File: config.mk
export PLATFORM = sky130hd
export DESIGN_NAME = core_top
export DESIGN_NICKNAME = d
export VERILOG_FILES = /design/src/hw/core_pkg.sv /design/src/hw/fetch_unit.sv /design/src/hw/insn_buffer.sv /design/src/hw/decode_dispatch.sv /design/src/hw/reg_file.sv /design/src/hw/execute_commit.sv /design/src/hw/core_top.sv
export SDC_FILE = /design/constraint.sdc
export NUM_CORES = 2
export LEC_CHECK = 0
export BUFFER_PORTS_ARGS = -buffer_cell sky130_fd_sc_hd__buf_4
export CORE_MARGIN = 3
export CORE_UTILIZATION = 37
export CTS_CLUSTER_SIZE = 20
export DETAILED_ROUTE_END_ITERATION = 12
export SLEW_MARGIN = 0
export SYNTH_ARGS = -nofsm -noshare
export SYNTH_HDL_FRONTEND = slang
export SYNTH_SLANG_ARGS = --single-unit
File: constraint.sdc
create_clock -name clock -period 10 [get_ports clock]
set_input_delay 1.5 -clock clock [delete_from_list [all_inputs] [get_ports clock]]
set_output_delay 1.5 -clock clock [all_outputs]
set_load 0.03 [all_outputs]
File: src/hw/core_pkg.sv
// Shared widths, encodings and enums for the single-issue RV32I subset core
// Only ADDI, ADD, SUB, AND, OR, XOR, LUI and WFI are recognized
// Every other encoding is reported as an illegal instruction

package core_pkg;

    ////////////////////////////////////////
    // Widths and sizes
    ////////////////////////////////////////

    localparam int XLEN      = 32;
    localparam int REG_COUNT = 32;
    localparam int REG_IDX_W = $clog2(REG_COUNT);

    // Fetch address after reset, byte step per instruction
    localparam logic [XLEN-1:0] RESET_PC = 32'h0000_0000;
    localparam logic [XLEN-1:0] PC_STEP  = 32'd4;

    // Instruction buffer
    localparam int IB_DEPTH = 2;
    localparam int IB_PTR_W = (IB_DEPTH > 1) ? $clog2(IB_DEPTH) : 1;
    localparam int IB_CNT_W = $clog2(IB_DEPTH + 1);

    ////////////////////////////////////////
    // RV32I field encodings
    ////////////////////////////////////////

    localparam logic [6:0] OPC_OP_IMM = 7'b0010011;
    localparam logic [6:0] OPC_OP     = 7'b0110011;
    localparam logic [6:0] OPC_LUI    = 7'b0110111;

    localparam logic [2:0] F3_ADD_SUB = 3'b000;
    localparam logic [2:0] F3_XOR     = 3'b100;
    localparam logic [2:0] F3_OR      = 3'b110;
    localparam logic [2:0] F3_AND     = 3'b111;

    localparam logic [6:0] F7_BASE = 7'b0000000;
    localparam logic [6:0] F7_SUB  = 7'b0100000;

    // Full WFI word, matched as a whole
    localparam logic [XLEN-1:0] WFI_INST = 32'h1050_0073;

    // Executed operations
    typedef enum logic [2:0] {
        OP_ADD, OP_SUB, OP_AND, OP_OR, OP_XOR, OP_LUI, OP_HALT, OP_ILLEGAL
    } alu_op_t;

    // Core status, RISC-V exception code values
    typedef enum logic [3:0] {
        ILLEGAL_INST  = 4'h2,
        NO_ERROR      = 4'ha,
        HALTED_ON_WFI = 4'he
    } exec_status_t;

endpackage

File: src/hw/fetch_unit.sv
// Wishbone classic read master for instruction fetch
// One request outstanding at most; cyc and stb are driven together
// A new request starts only while the buffer reports room (full low)
// Address is held from the rise of cyc until the ack cycle

`timescale 1ns/1ps

module fetch_unit import core_pkg::*; (
    input  logic            clock,
    input  logic            reset,

    // Wishbone classic, read only
    input  logic            wb_ack,
    input  logic [XLEN-1:0] wb_dat,
    output logic            wb_cyc,
    output logic            wb_stb,
    output logic [XLEN-1:0] wb_adr,

    // Instruction buffer side
    input  logic            full,
    output logic            push,
    output logic [XLEN-1:0] push_inst,
    output logic [XLEN-1:0] push_npc
);

    ////////////////////////////////////////
    // Request state and program counter
    ////////////////////////////////////////

    logic            req;
    logic [XLEN-1:0] pc;
    logic [XLEN-1:0] next_pc;

    assign next_pc = pc + PC_STEP;

    always_ff @(posedge clock) begin
        if (reset) begin
            req <= 1'b0;
            pc  <= RESET_PC;
        end else if (!req) begin
            // Open a cycle once the buffer can take the word
            if (!full) begin
                req <= 1'b1;
            end
        end else if (wb_ack) begin
            // Word taken this cycle, cyc drops at this edge
            req <= 1'b0;
            pc  <= next_pc;
        end
    end

    ////////////////////////////////////////
    // Bus and push outputs
    ////////////////////////////////////////

    assign wb_cyc = req;
    assign wb_stb = req;

    // PC only moves on ack, so the address is stable for the whole cycle
    assign wb_adr = pc;

    // One-cycle strobe in the ack cycle
    assign push      = req && wb_ack;
    assign push_inst = wb_dat;
    assign push_npc  = next_pc;

endmodule

File: src/hw/insn_buffer.sv
// Circular FIFO between fetch and dispatch, IB_DEPTH entries
// full counts an outstanding fetch as an entry, so a started request
// always finds room when it completes

`timescale 1ns/1ps

module insn_buffer import core_pkg::*; (
    input  logic            clock,
    input  logic            reset,
    input  logic            push,
    input  logic [XLEN-1:0] push_inst,
    input  logic [XLEN-1:0] push_npc,
    input  logic            pending,
    input  logic            pop,
    output logic            full,
    output logic            head_valid,
    output logic [XLEN-1:0] head_inst,
    output logic [XLEN-1:0] head_npc
);

    // Entry storage
    logic [XLEN-1:0] inst_mem [IB_DEPTH];
    logic [XLEN-1:0] npc_mem  [IB_DEPTH];

    logic [IB_PTR_W-1:0] wr_ptr;
    logic [IB_PTR_W-1:0] rd_ptr;
    logic [IB_CNT_W-1:0] count;

    function automatic logic [IB_PTR_W-1:0] ptr_inc(input logic [IB_PTR_W-1:0] ptr);
        return (ptr == IB_PTR_W'(IB_DEPTH - 1)) ? '0 : ptr + 1'b1;
    endfunction

    always_ff @(posedge clock) begin
        if (push) begin
            inst_mem[wr_ptr] <= push_inst;
            npc_mem[wr_ptr]  <= push_npc;
        end
    end

    // Pointers and occupancy
    always_ff @(posedge clock) begin
        if (reset) begin
            wr_ptr <= '0;
            rd_ptr <= '0;
            count  <= '0;
        end else begin
            if (push) begin
                wr_ptr <= ptr_inc(wr_ptr);
            end
            if (pop) begin
                rd_ptr <= ptr_inc(rd_ptr);
            end
            // Push and pop in one cycle leave count alone
            if (push && !pop) begin
                count <= count + 1'b1;
            end else if (pop && !push) begin
                count <= count - 1'b1;
            end
        end
    end

    // One spare bit so count plus pending cannot wrap
    assign full = ({1'b0, count} + (IB_CNT_W + 1)'(pending)) >= (IB_CNT_W + 1)'(IB_DEPTH);

    assign head_valid = (count != '0);
    assign head_inst  = inst_mem[rd_ptr];
    assign head_npc   = npc_mem[rd_ptr];

endmodule

File: src/hw/decode_dispatch.sv
// Decodes the buffer head and issues it in the same cycle
// At most one instruction per cycle, none after a halting one issues
// Operands come straight from the register file, no bypass

`timescale 1ns/1ps

module decode_dispatch import core_pkg::*; (
    input  logic                 clock,
    input  logic                 reset,

    // Buffer head
    input  logic                 head_valid,
    input  logic [XLEN-1:0]      head_inst,
    input  logic [XLEN-1:0]      head_npc,
    output logic                 pop,

    // Register file read ports
    output logic [REG_IDX_W-1:0] rs1_idx,
    output logic [REG_IDX_W-1:0] rs2_idx,
    input  logic [XLEN-1:0]      rs1_data,
    input  logic [XLEN-1:0]      rs2_data,

    // To execute
    input  logic                 halted,
    output logic                 issue,
    output alu_op_t              op,
    output logic [REG_IDX_W-1:0] rd_idx,
    output logic [XLEN-1:0]      operand_a,
    output logic [XLEN-1:0]      operand_b,
    output logic [XLEN-1:0]      issue_npc
);

    ////////////////////////////////////////
    // Field split
    ////////////////////////////////////////

    logic [6:0]      opcode;
    logic [2:0]      funct3;
    logic [6:0]      funct7;
    logic [XLEN-1:0] imm_i;
    logic [XLEN-1:0] imm_u;
    logic            stop_q;

    assign opcode  = head_inst[6:0];
    assign funct3  = head_inst[14:12];
    assign funct7  = head_inst[31:25];
    assign rd_idx  = head_inst[11:7];
    assign rs1_idx = head_inst[19:15];
    assign rs2_idx = head_inst[24:20];

    // Sign-extended I immediate, U immediate in the upper bits
    assign imm_i = {{(XLEN - 12){head_inst[31]}}, head_inst[31:20]};
    assign imm_u = {head_inst[31:12], 12'b0};

    // Opcode map, anything unmatched is illegal
    always_comb begin
        op = OP_ILLEGAL;
        if (head_inst == WFI_INST) begin
            op = OP_HALT;
        end else if (opcode == OPC_LUI) begin
            op = OP_LUI;
        end else if (opcode == OPC_OP_IMM && funct3 == F3_ADD_SUB) begin
            op = OP_ADD;
        end else if (opcode == OPC_OP && funct7 == F7_SUB && funct3 == F3_ADD_SUB) begin
            op = OP_SUB;
        end else if (opcode == OPC_OP && funct7 == F7_BASE) begin
            case (funct3)
                F3_ADD_SUB: op = OP_ADD;
                F3_XOR:     op = OP_XOR;
                F3_OR:      op = OP_OR;
                F3_AND:     op = OP_AND;
                default:    op = OP_ILLEGAL;
            endcase
        end
    end

    // Register form takes rs2, immediate forms take their immediate
    assign operand_a = rs1_data;
    assign operand_b = (opcode == OPC_OP)  ? rs2_data :
                       (opcode == OPC_LUI) ? imm_u    : imm_i;
    assign issue_npc = head_npc;

    ////////////////////////////////////////
    // Issue gating
    ////////////////////////////////////////

    // Set at the edge a halting op issues, so the next head is held back
    always_ff @(posedge clock) begin
        if (reset) begin
            stop_q <= 1'b0;
        end else if (halted || (issue && (op == OP_HALT || op == OP_ILLEGAL))) begin
            stop_q <= 1'b1;
        end
    end

    assign issue = head_valid && !stop_q;
    assign pop   = issue;

endmodule

File: src/hw/reg_file.sv
// Architectural registers, two combinational reads, one write
// Register zero is never written by execute, so it reads zero after reset

`timescale 1ns/1ps

module reg_file import core_pkg::*; (
    input  logic                 clock,
    input  logic                 reset,
    input  logic [REG_IDX_W-1:0] rs1_idx,
    input  logic [REG_IDX_W-1:0] rs2_idx,
    output logic [XLEN-1:0]      rs1_data,
    output logic [XLEN-1:0]      rs2_data,
    input  logic                 wr_en,
    input  logic [REG_IDX_W-1:0] wr_idx,
    input  logic [XLEN-1:0]      wr_data
);

    logic [XLEN-1:0] regs [REG_COUNT];

    always_ff @(posedge clock) begin
        if (reset) begin
            for (int i = 0; i < REG_COUNT; i++) begin
                regs[i] <= '0;
            end
        end else if (wr_en) begin
            regs[wr_idx] <= wr_data;
        end
    end

    assign rs1_data = regs[rs1_idx];
    assign rs2_data = regs[rs2_idx];

endmodule

File: src/hw/execute_commit.sv
// Single-cycle ALU and commit register
// The register write happens at the issue edge, commit outputs show it
// one cycle later; a halting op commits without a write and stops the core

`timescale 1ns/1ps

module execute_commit import core_pkg::*; (
    input  logic                 clock,
    input  logic                 reset,
    input  logic                 issue,
    input  alu_op_t              op,
    input  logic [REG_IDX_W-1:0] rd_idx,
    input  logic [XLEN-1:0]      operand_a,
    input  logic [XLEN-1:0]      operand_b,
    input  logic [XLEN-1:0]      issue_npc,

    // Register file write port
    output logic                 wr_en,
    output logic [REG_IDX_W-1:0] wr_idx,
    output logic [XLEN-1:0]      wr_data,

    output logic                 halted,
    output logic                 commit_valid,
    output logic                 commit_wr_en,
    output logic [REG_IDX_W-1:0] commit_wr_idx,
    output logic [XLEN-1:0]      commit_wr_data,
    output logic [XLEN-1:0]      commit_npc,
    output exec_status_t         error_status
);

    logic [XLEN-1:0] result;
    logic            is_halt;

    always_comb begin
        case (op)
            OP_ADD:  result = operand_a + operand_b;
            OP_SUB:  result = operand_a - operand_b;
            OP_AND:  result = operand_a & operand_b;
            OP_OR:   result = operand_a | operand_b;
            OP_XOR:  result = operand_a ^ operand_b;
            OP_LUI:  result = operand_b;
            default: result = '0;
        endcase
    end

    assign is_halt = (op == OP_HALT) || (op == OP_ILLEGAL);

    // No write for halting ops or rd of zero
    assign wr_en   = issue && !is_halt && (rd_idx != '0);
    assign wr_idx  = rd_idx;
    assign wr_data = result;

    ////////////////////////////////////////
    // Commit register and status
    ////////////////////////////////////////

    always_ff @(posedge clock) begin
        if (reset) begin
            commit_valid <= 1'b0;
            commit_wr_en <= 1'b0;
            halted       <= 1'b0;
            error_status <= NO_ERROR;
        end else begin
            commit_valid <= issue;
            commit_wr_en <= wr_en;
            // Status sticks until the next reset
            if (issue && is_halt) begin
                halted       <= 1'b1;
                error_status <= (op == OP_HALT) ? HALTED_ON_WFI : ILLEGAL_INST;
            end
        end
    end

    // Payload fields that go with commit_valid
    always_ff @(posedge clock) begin
        if (issue) begin
            commit_wr_idx  <= rd_idx;
            commit_wr_data <= result;
            commit_npc     <= issue_npc;
        end
    end

endmodule

File: src/hw/core_top.sv
// Single-issue core: fetch, buffer, dispatch, register file, execute
// Instruction memory sits outside on a read-only Wishbone classic bus

`timescale 1ns/1ps

module core_top import core_pkg::*; (
    input  logic                 clock,
    input  logic                 reset,
    input  logic                 wb_ack,
    input  logic [XLEN-1:0]      wb_dat,
    output logic                 wb_cyc,
    output logic                 wb_stb,
    output logic [XLEN-1:0]      wb_adr,
    output logic                 commit_valid,
    output logic                 commit_wr_en,
    output logic [REG_IDX_W-1:0] commit_wr_idx,
    output logic [XLEN-1:0]      commit_wr_data,
    output logic [XLEN-1:0]      commit_npc,
    output exec_status_t         error_status
);

    // Fetch to buffer
    logic            push;
    logic [XLEN-1:0] push_inst;
    logic [XLEN-1:0] push_npc;
    logic            full;

    // Buffer to dispatch
    logic            head_valid;
    logic [XLEN-1:0] head_inst;
    logic [XLEN-1:0] head_npc;
    logic            pop;

    // Dispatch, register file and execute
    logic [REG_IDX_W-1:0] rs1_idx;
    logic [REG_IDX_W-1:0] rs2_idx;
    logic [XLEN-1:0]      rs1_data;
    logic [XLEN-1:0]      rs2_data;
    logic                 issue;
    alu_op_t              op;
    logic [REG_IDX_W-1:0] rd_idx;
    logic [XLEN-1:0]      operand_a;
    logic [XLEN-1:0]      operand_b;
    logic [XLEN-1:0]      issue_npc;
    logic                 wr_en;
    logic [REG_IDX_W-1:0] wr_idx;
    logic [XLEN-1:0]      wr_data;
    logic                 halted;

    fetch_unit u_fetch_unit (
        .clock     (clock),
        .reset     (reset),
        .wb_ack    (wb_ack),
        .wb_dat    (wb_dat),
        .wb_cyc    (wb_cyc),
        .wb_stb    (wb_stb),
        .wb_adr    (wb_adr),
        .full      (full),
        .push      (push),
        .push_inst (push_inst),
        .push_npc  (push_npc)
    );

    // Open bus cycle counts as a pending entry
    insn_buffer u_insn_buffer (
        .clock      (clock),
        .reset      (reset),
        .push       (push),
        .push_inst  (push_inst),
        .push_npc   (push_npc),
        .pending    (wb_cyc),
        .pop        (pop),
        .full       (full),
        .head_valid (head_valid),
        .head_inst  (head_inst),
        .head_npc   (head_npc)
    );

    decode_dispatch u_decode_dispatch (
        .clock      (clock),
        .reset      (reset),
        .head_valid (head_valid),
        .head_inst  (head_inst),
        .head_npc   (head_npc),
        .pop        (pop),
        .rs1_idx    (rs1_idx),
        .rs2_idx    (rs2_idx),
        .rs1_data   (rs1_data),
        .rs2_data   (rs2_data),
        .halted     (halted),
        .issue      (issue),
        .op         (op),
        .rd_idx     (rd_idx),
        .operand_a  (operand_a),
        .operand_b  (operand_b),
        .issue_npc  (issue_npc)
    );

    reg_file u_reg_file (
        .clock    (clock),
        .reset    (reset),
        .rs1_idx  (rs1_idx),
        .rs2_idx  (rs2_idx),
        .rs1_data (rs1_data),
        .rs2_data (rs2_data),
        .wr_en    (wr_en),
        .wr_idx   (wr_idx),
        .wr_data  (wr_data)
    );

    execute_commit u_execute_commit (
        .clock          (clock),
        .reset          (reset),
        .issue          (issue),
        .op             (op),
        .rd_idx         (rd_idx),
        .operand_a      (operand_a),
        .operand_b      (operand_b),
        .issue_npc      (issue_npc),
        .wr_en          (wr_en),
        .wr_idx         (wr_idx),
        .wr_data        (wr_data),
        .halted         (halted),
        .commit_valid   (commit_valid),
        .commit_wr_en   (commit_wr_en),
        .commit_wr_idx  (commit_wr_idx),
        .commit_wr_data (commit_wr_data),
        .commit_npc     (commit_npc),
        .error_status   (error_status)
    );

endmodule

==> impl_metrics.env <==
export IMPL_synth_distinct_cells=86
export IMPL_seq_power_share_pct=34.4
export IMPL_fmax_ghz=0.112
export IMPL_synth_top_area_share_pct=52.1
export IMPL_row_count=159
export IMPL_grt_total_usage_pct=30.1
export IMPL_clk_latency_ps=840
export IMPL_crit_fanout=86
export IMPL_rsz0062_at_grt="false"
export IMPL_ioPinCount=144
export IMPL_cts_tree="built"
export IMPL_die_area_sq_um=195000
export IMPL_die_x_um=441
export IMPL_dr_pass1_iters=7
export IMPL_gp_congestion=0.989
export IMPL_grt_pass1_vias=55300
export IMPL_via_per_inst=6.49
export IMPL_whs_ps=457
export IMPL_setup_worst_path_class="reg -> reg"
export IMPL_cts_sinks=1257
export IMPL_cts_resized=0
export IMPL_setup_viol=0
export IMPL_period_share_pct=89.4
export IMPL_synth_seq_area_share_pct=53.3
export IMPL_drt_iter0_drc=9229
export IMPL_vias=57300
export IMPL_critical_path_required_ps=10540
export IMPL_slew_violations=0
export IMPL_max_stage_delay_ps=780
export IMPL_yosysTopAreaCell="edfxtp_1"
export IMPL_numCtsBuffers=139
export IMPL_grt_max_degree=118
export IMPL_nets=6339
export IMPL_postCtsHoldBufs=0
export IMPL_skew_ps=54.4
export IMPL_peakVddDrop_mv=0.196
export IMPL_slowest_stage="a2111oi_0"
export IMPL_power_total_mw=18.2
export IMPL_switching_share_pct=38.0
export IMPL_endpoint_kind="register"
export IMPL_cts_max_level=4
export IMPL_fillers=17500
export IMPL_worstHoldPathType="reg -> reg"
export IMPL_grt_first_pass_wirelength_um=416000
export IMPL_clockPowerShare_pct=28.5
export IMPL_synth_area_top_cells="edfxtp_1 (52%), mux4_2 (8.2%), nor2_1 (6.1%)"
export IMPL_leakagePower_nw=27.3
export IMPL_root_buffer="clkbuf_16"
export IMPL_io_buffers=137
export IMPL_grt_overflow_total=0
export IMPL_wirelength_um=300000
export IMPL_synthCells=6231
export IMPL_ys_warn_count=0
export IMPL_area_growth_pct=13.1
export IMPL_tightest_slew_ps=1300
export IMPL_start_util_pct=37.3
export IMPL_antenna_found_initial=12
export IMPL_die_y_um=441
export IMPL_relSlewSlack_pct=11.4
export IMPL_cts_buffer_depth=3
export IMPL_clk_pin_slew_ps=60
export IMPL_power_frac_comb_pct=37.1
export IMPL_fin_tns_setup_ps=0
export IMPL_syn_area_per_cell_sq_um=11.2
export IMPL_routedWlPerCell_um=34.0
export IMPL_critical_path_buf_inv_count=3
export IMPL_synth_async_reset_ratio_pct=0
export IMPL_synth_edf_count=1215
export IMPL_drtAntennaViolNets=0
export IMPL_synth_seq_cells=1257
export IMPL_crit_family="compound AO/OA/AOI/OAI gates"
export IMPL_core_sq_um=188000
export IMPL_finalHoldViolCount=0
export IMPL_internal_power_mw=11.3
export IMPL_drc=0
export IMPL_post_dp_hpwl_um=179000
export IMPL_syn_area_sq_um=70000
export IMPL_period_minus_slack_ps=8940
export IMPL_drv_cap=0
export IMPL_powerDensity_nw_per_um2=230
export IMPL_drive_gt1_share_pct=16.5
export IMPL_cp_start_kind="register"
export IMPL_ys_flop_type="edfxtp_1"
export IMPL_status="completed"
export IMPL_crit_arrival_ps=9490
export IMPL_switchingPower_mw=6.94
export IMPL_post_cts_setup_buffer_count=0
## sequential cells by signal (all words and copies together) (netlist names), named ones only
register / count
u_execute_commit.commit_wr_en: 1
u_fetch_unit.wb_cyc: 1
u_insn_buffer.wr_ptr: 1
u_execute_commit.error_status: 2
u_insn_buffer.count: 2
u_reg_file.regs: 1024
u_execute_commit.commit_npc: 30
u_insn_buffer.inst_mem: 64
u_insn_buffer.npc_mem: 60
u_execute_commit.commit_wr_idx: 5
u_execute_commit.commit_valid: 1
u_execute_commit.halted: 1
u_execute_commit.commit_wr_data: 32
u_fetch_unit.wb_adr: 30
u_decode_dispatch.stop_q: 1
u_insn_buffer.rd_ptr: 1
## worst paths after layout
| check | start | to | slack [ps] | depth (start not counted) |
|---|---|---|---|---|
| max | register | u_reg_file.regs[1][31] | 1060 | 28 |
| min | u_execute_commit.halted | u_execute_commit.halted | 460 | 2 |
| max reg2reg | register | u_reg_file.regs[1][31] | 1060 | 28 |
| min reg2reg | u_execute_commit.halted | u_execute_commit.halted | 460 | 2 |
## area by class of cell
class / count / area, sq um / area share (%)
antenna: 6 / 15.0 / 0.0190
tap: 2495 / 3120 / 3.94
clock inverter: 88 / 898 / 1.13
clock buffer: 167 / 3620 / 4.58
inverter: 217 / 817 / 1.03
sequential: 1257 / 37300 / 47.1
timing repair buffer: 367 / 3030 / 3.82
multi-input combinational: 4222 / 30400 / 38.3
## cells by family after synthesis
logic type | share of synthesized area (%)
buf+inv | 4.72
simple gates | 13.7
other cells | 0.0107
flops | 53.3
compound gates | 12.8
xor+xnor | 1.30
mux | 12.4
fa+ha+maj | 1.80
## cells in the final DEF, fill, tap and decap left out, drive strengths merged, types with 64 or more instances in the layout
master  Yosys  routed
o22ai     124     124
and2       74      74
inv       216     221
a21oi     233     233
clkbuf    361     167
a31oi      77      77
nor2b     160     160
ha         99      99
mux2i     238     238
o221ai     81      81
mux4      256     256
a22oi      67      67
nand2b    149     149
xnor2      64      64
o21bai     93      93
a211oi    149     149
nand2     429     429
buf       210     367
clkinv      1      66
nor2     1159    1159
o21ai     115     115
edfxtp   1215    1215
## metal layers
layer,track usage [%],wire length (um),vias to the layer above
met5,0,55,-
met4,19.9,23000,8
met3,9.77,40000,1122
met2,44.9,130000,4590
met1,37.4,107000,28500
li1,-,-,23100
## through the flow
step / cell area [sq um] / std cells / util (%) / worst slack (ps)
finish: 79200 / 8819 / 42.1 / 1060
global route: 79200 / 8814 / 42.1 / 589
CTS: 79200 / 8813 / 42.1 / 1280
detailed placement: 74700 / 8558 / 39.7 / 1270
global placement: 74700 / 8557 / 39.7 / 983
floorplan: 70200 / 6267 / - / 2230
## worst register-to-register path: cells and delay by family, from the launching register on
kind | cells | cell delay (ps)
compound gates | 14 | 3830
simple gates | 7 | 1650
buf+inv | 3 | 1320
mux | 1 | 690
flops | 1 | 530
fa+ha+maj | 1 | 370
xor+xnor | 2 | 320
## cell usage after synthesis, types with 99 or more instances
library cell / n
edfxtp_1: 1215
nor2_1: 1129
nand2_1: 429
clkbuf_1: 361
mux4_2: 256
mux2i_1: 236
a21oi_1: 231
inv_1: 210
nor2b_1: 160
nand2b_1: 149
a211oi_1: 148
o22ai_1: 124
buf_2: 110
o21ai_0: 110
ha_1: 99
## power by group through the flow
stage / logic (mW) / clock network (mW) / registers, mW
global route: 7.06 / 5.42 / 6.30
CTS: 6.57 / 5.22 / 6.27
floorplan: 3.98 / 0 / 6.50
detailed placement: 6.54 / 0 / 6.38
global placement: 6.51 / 0 / 6.37
finish: 6.76 / 5.19 / 6.28
No activity file was read; power rests on OpenSTA's default activity.
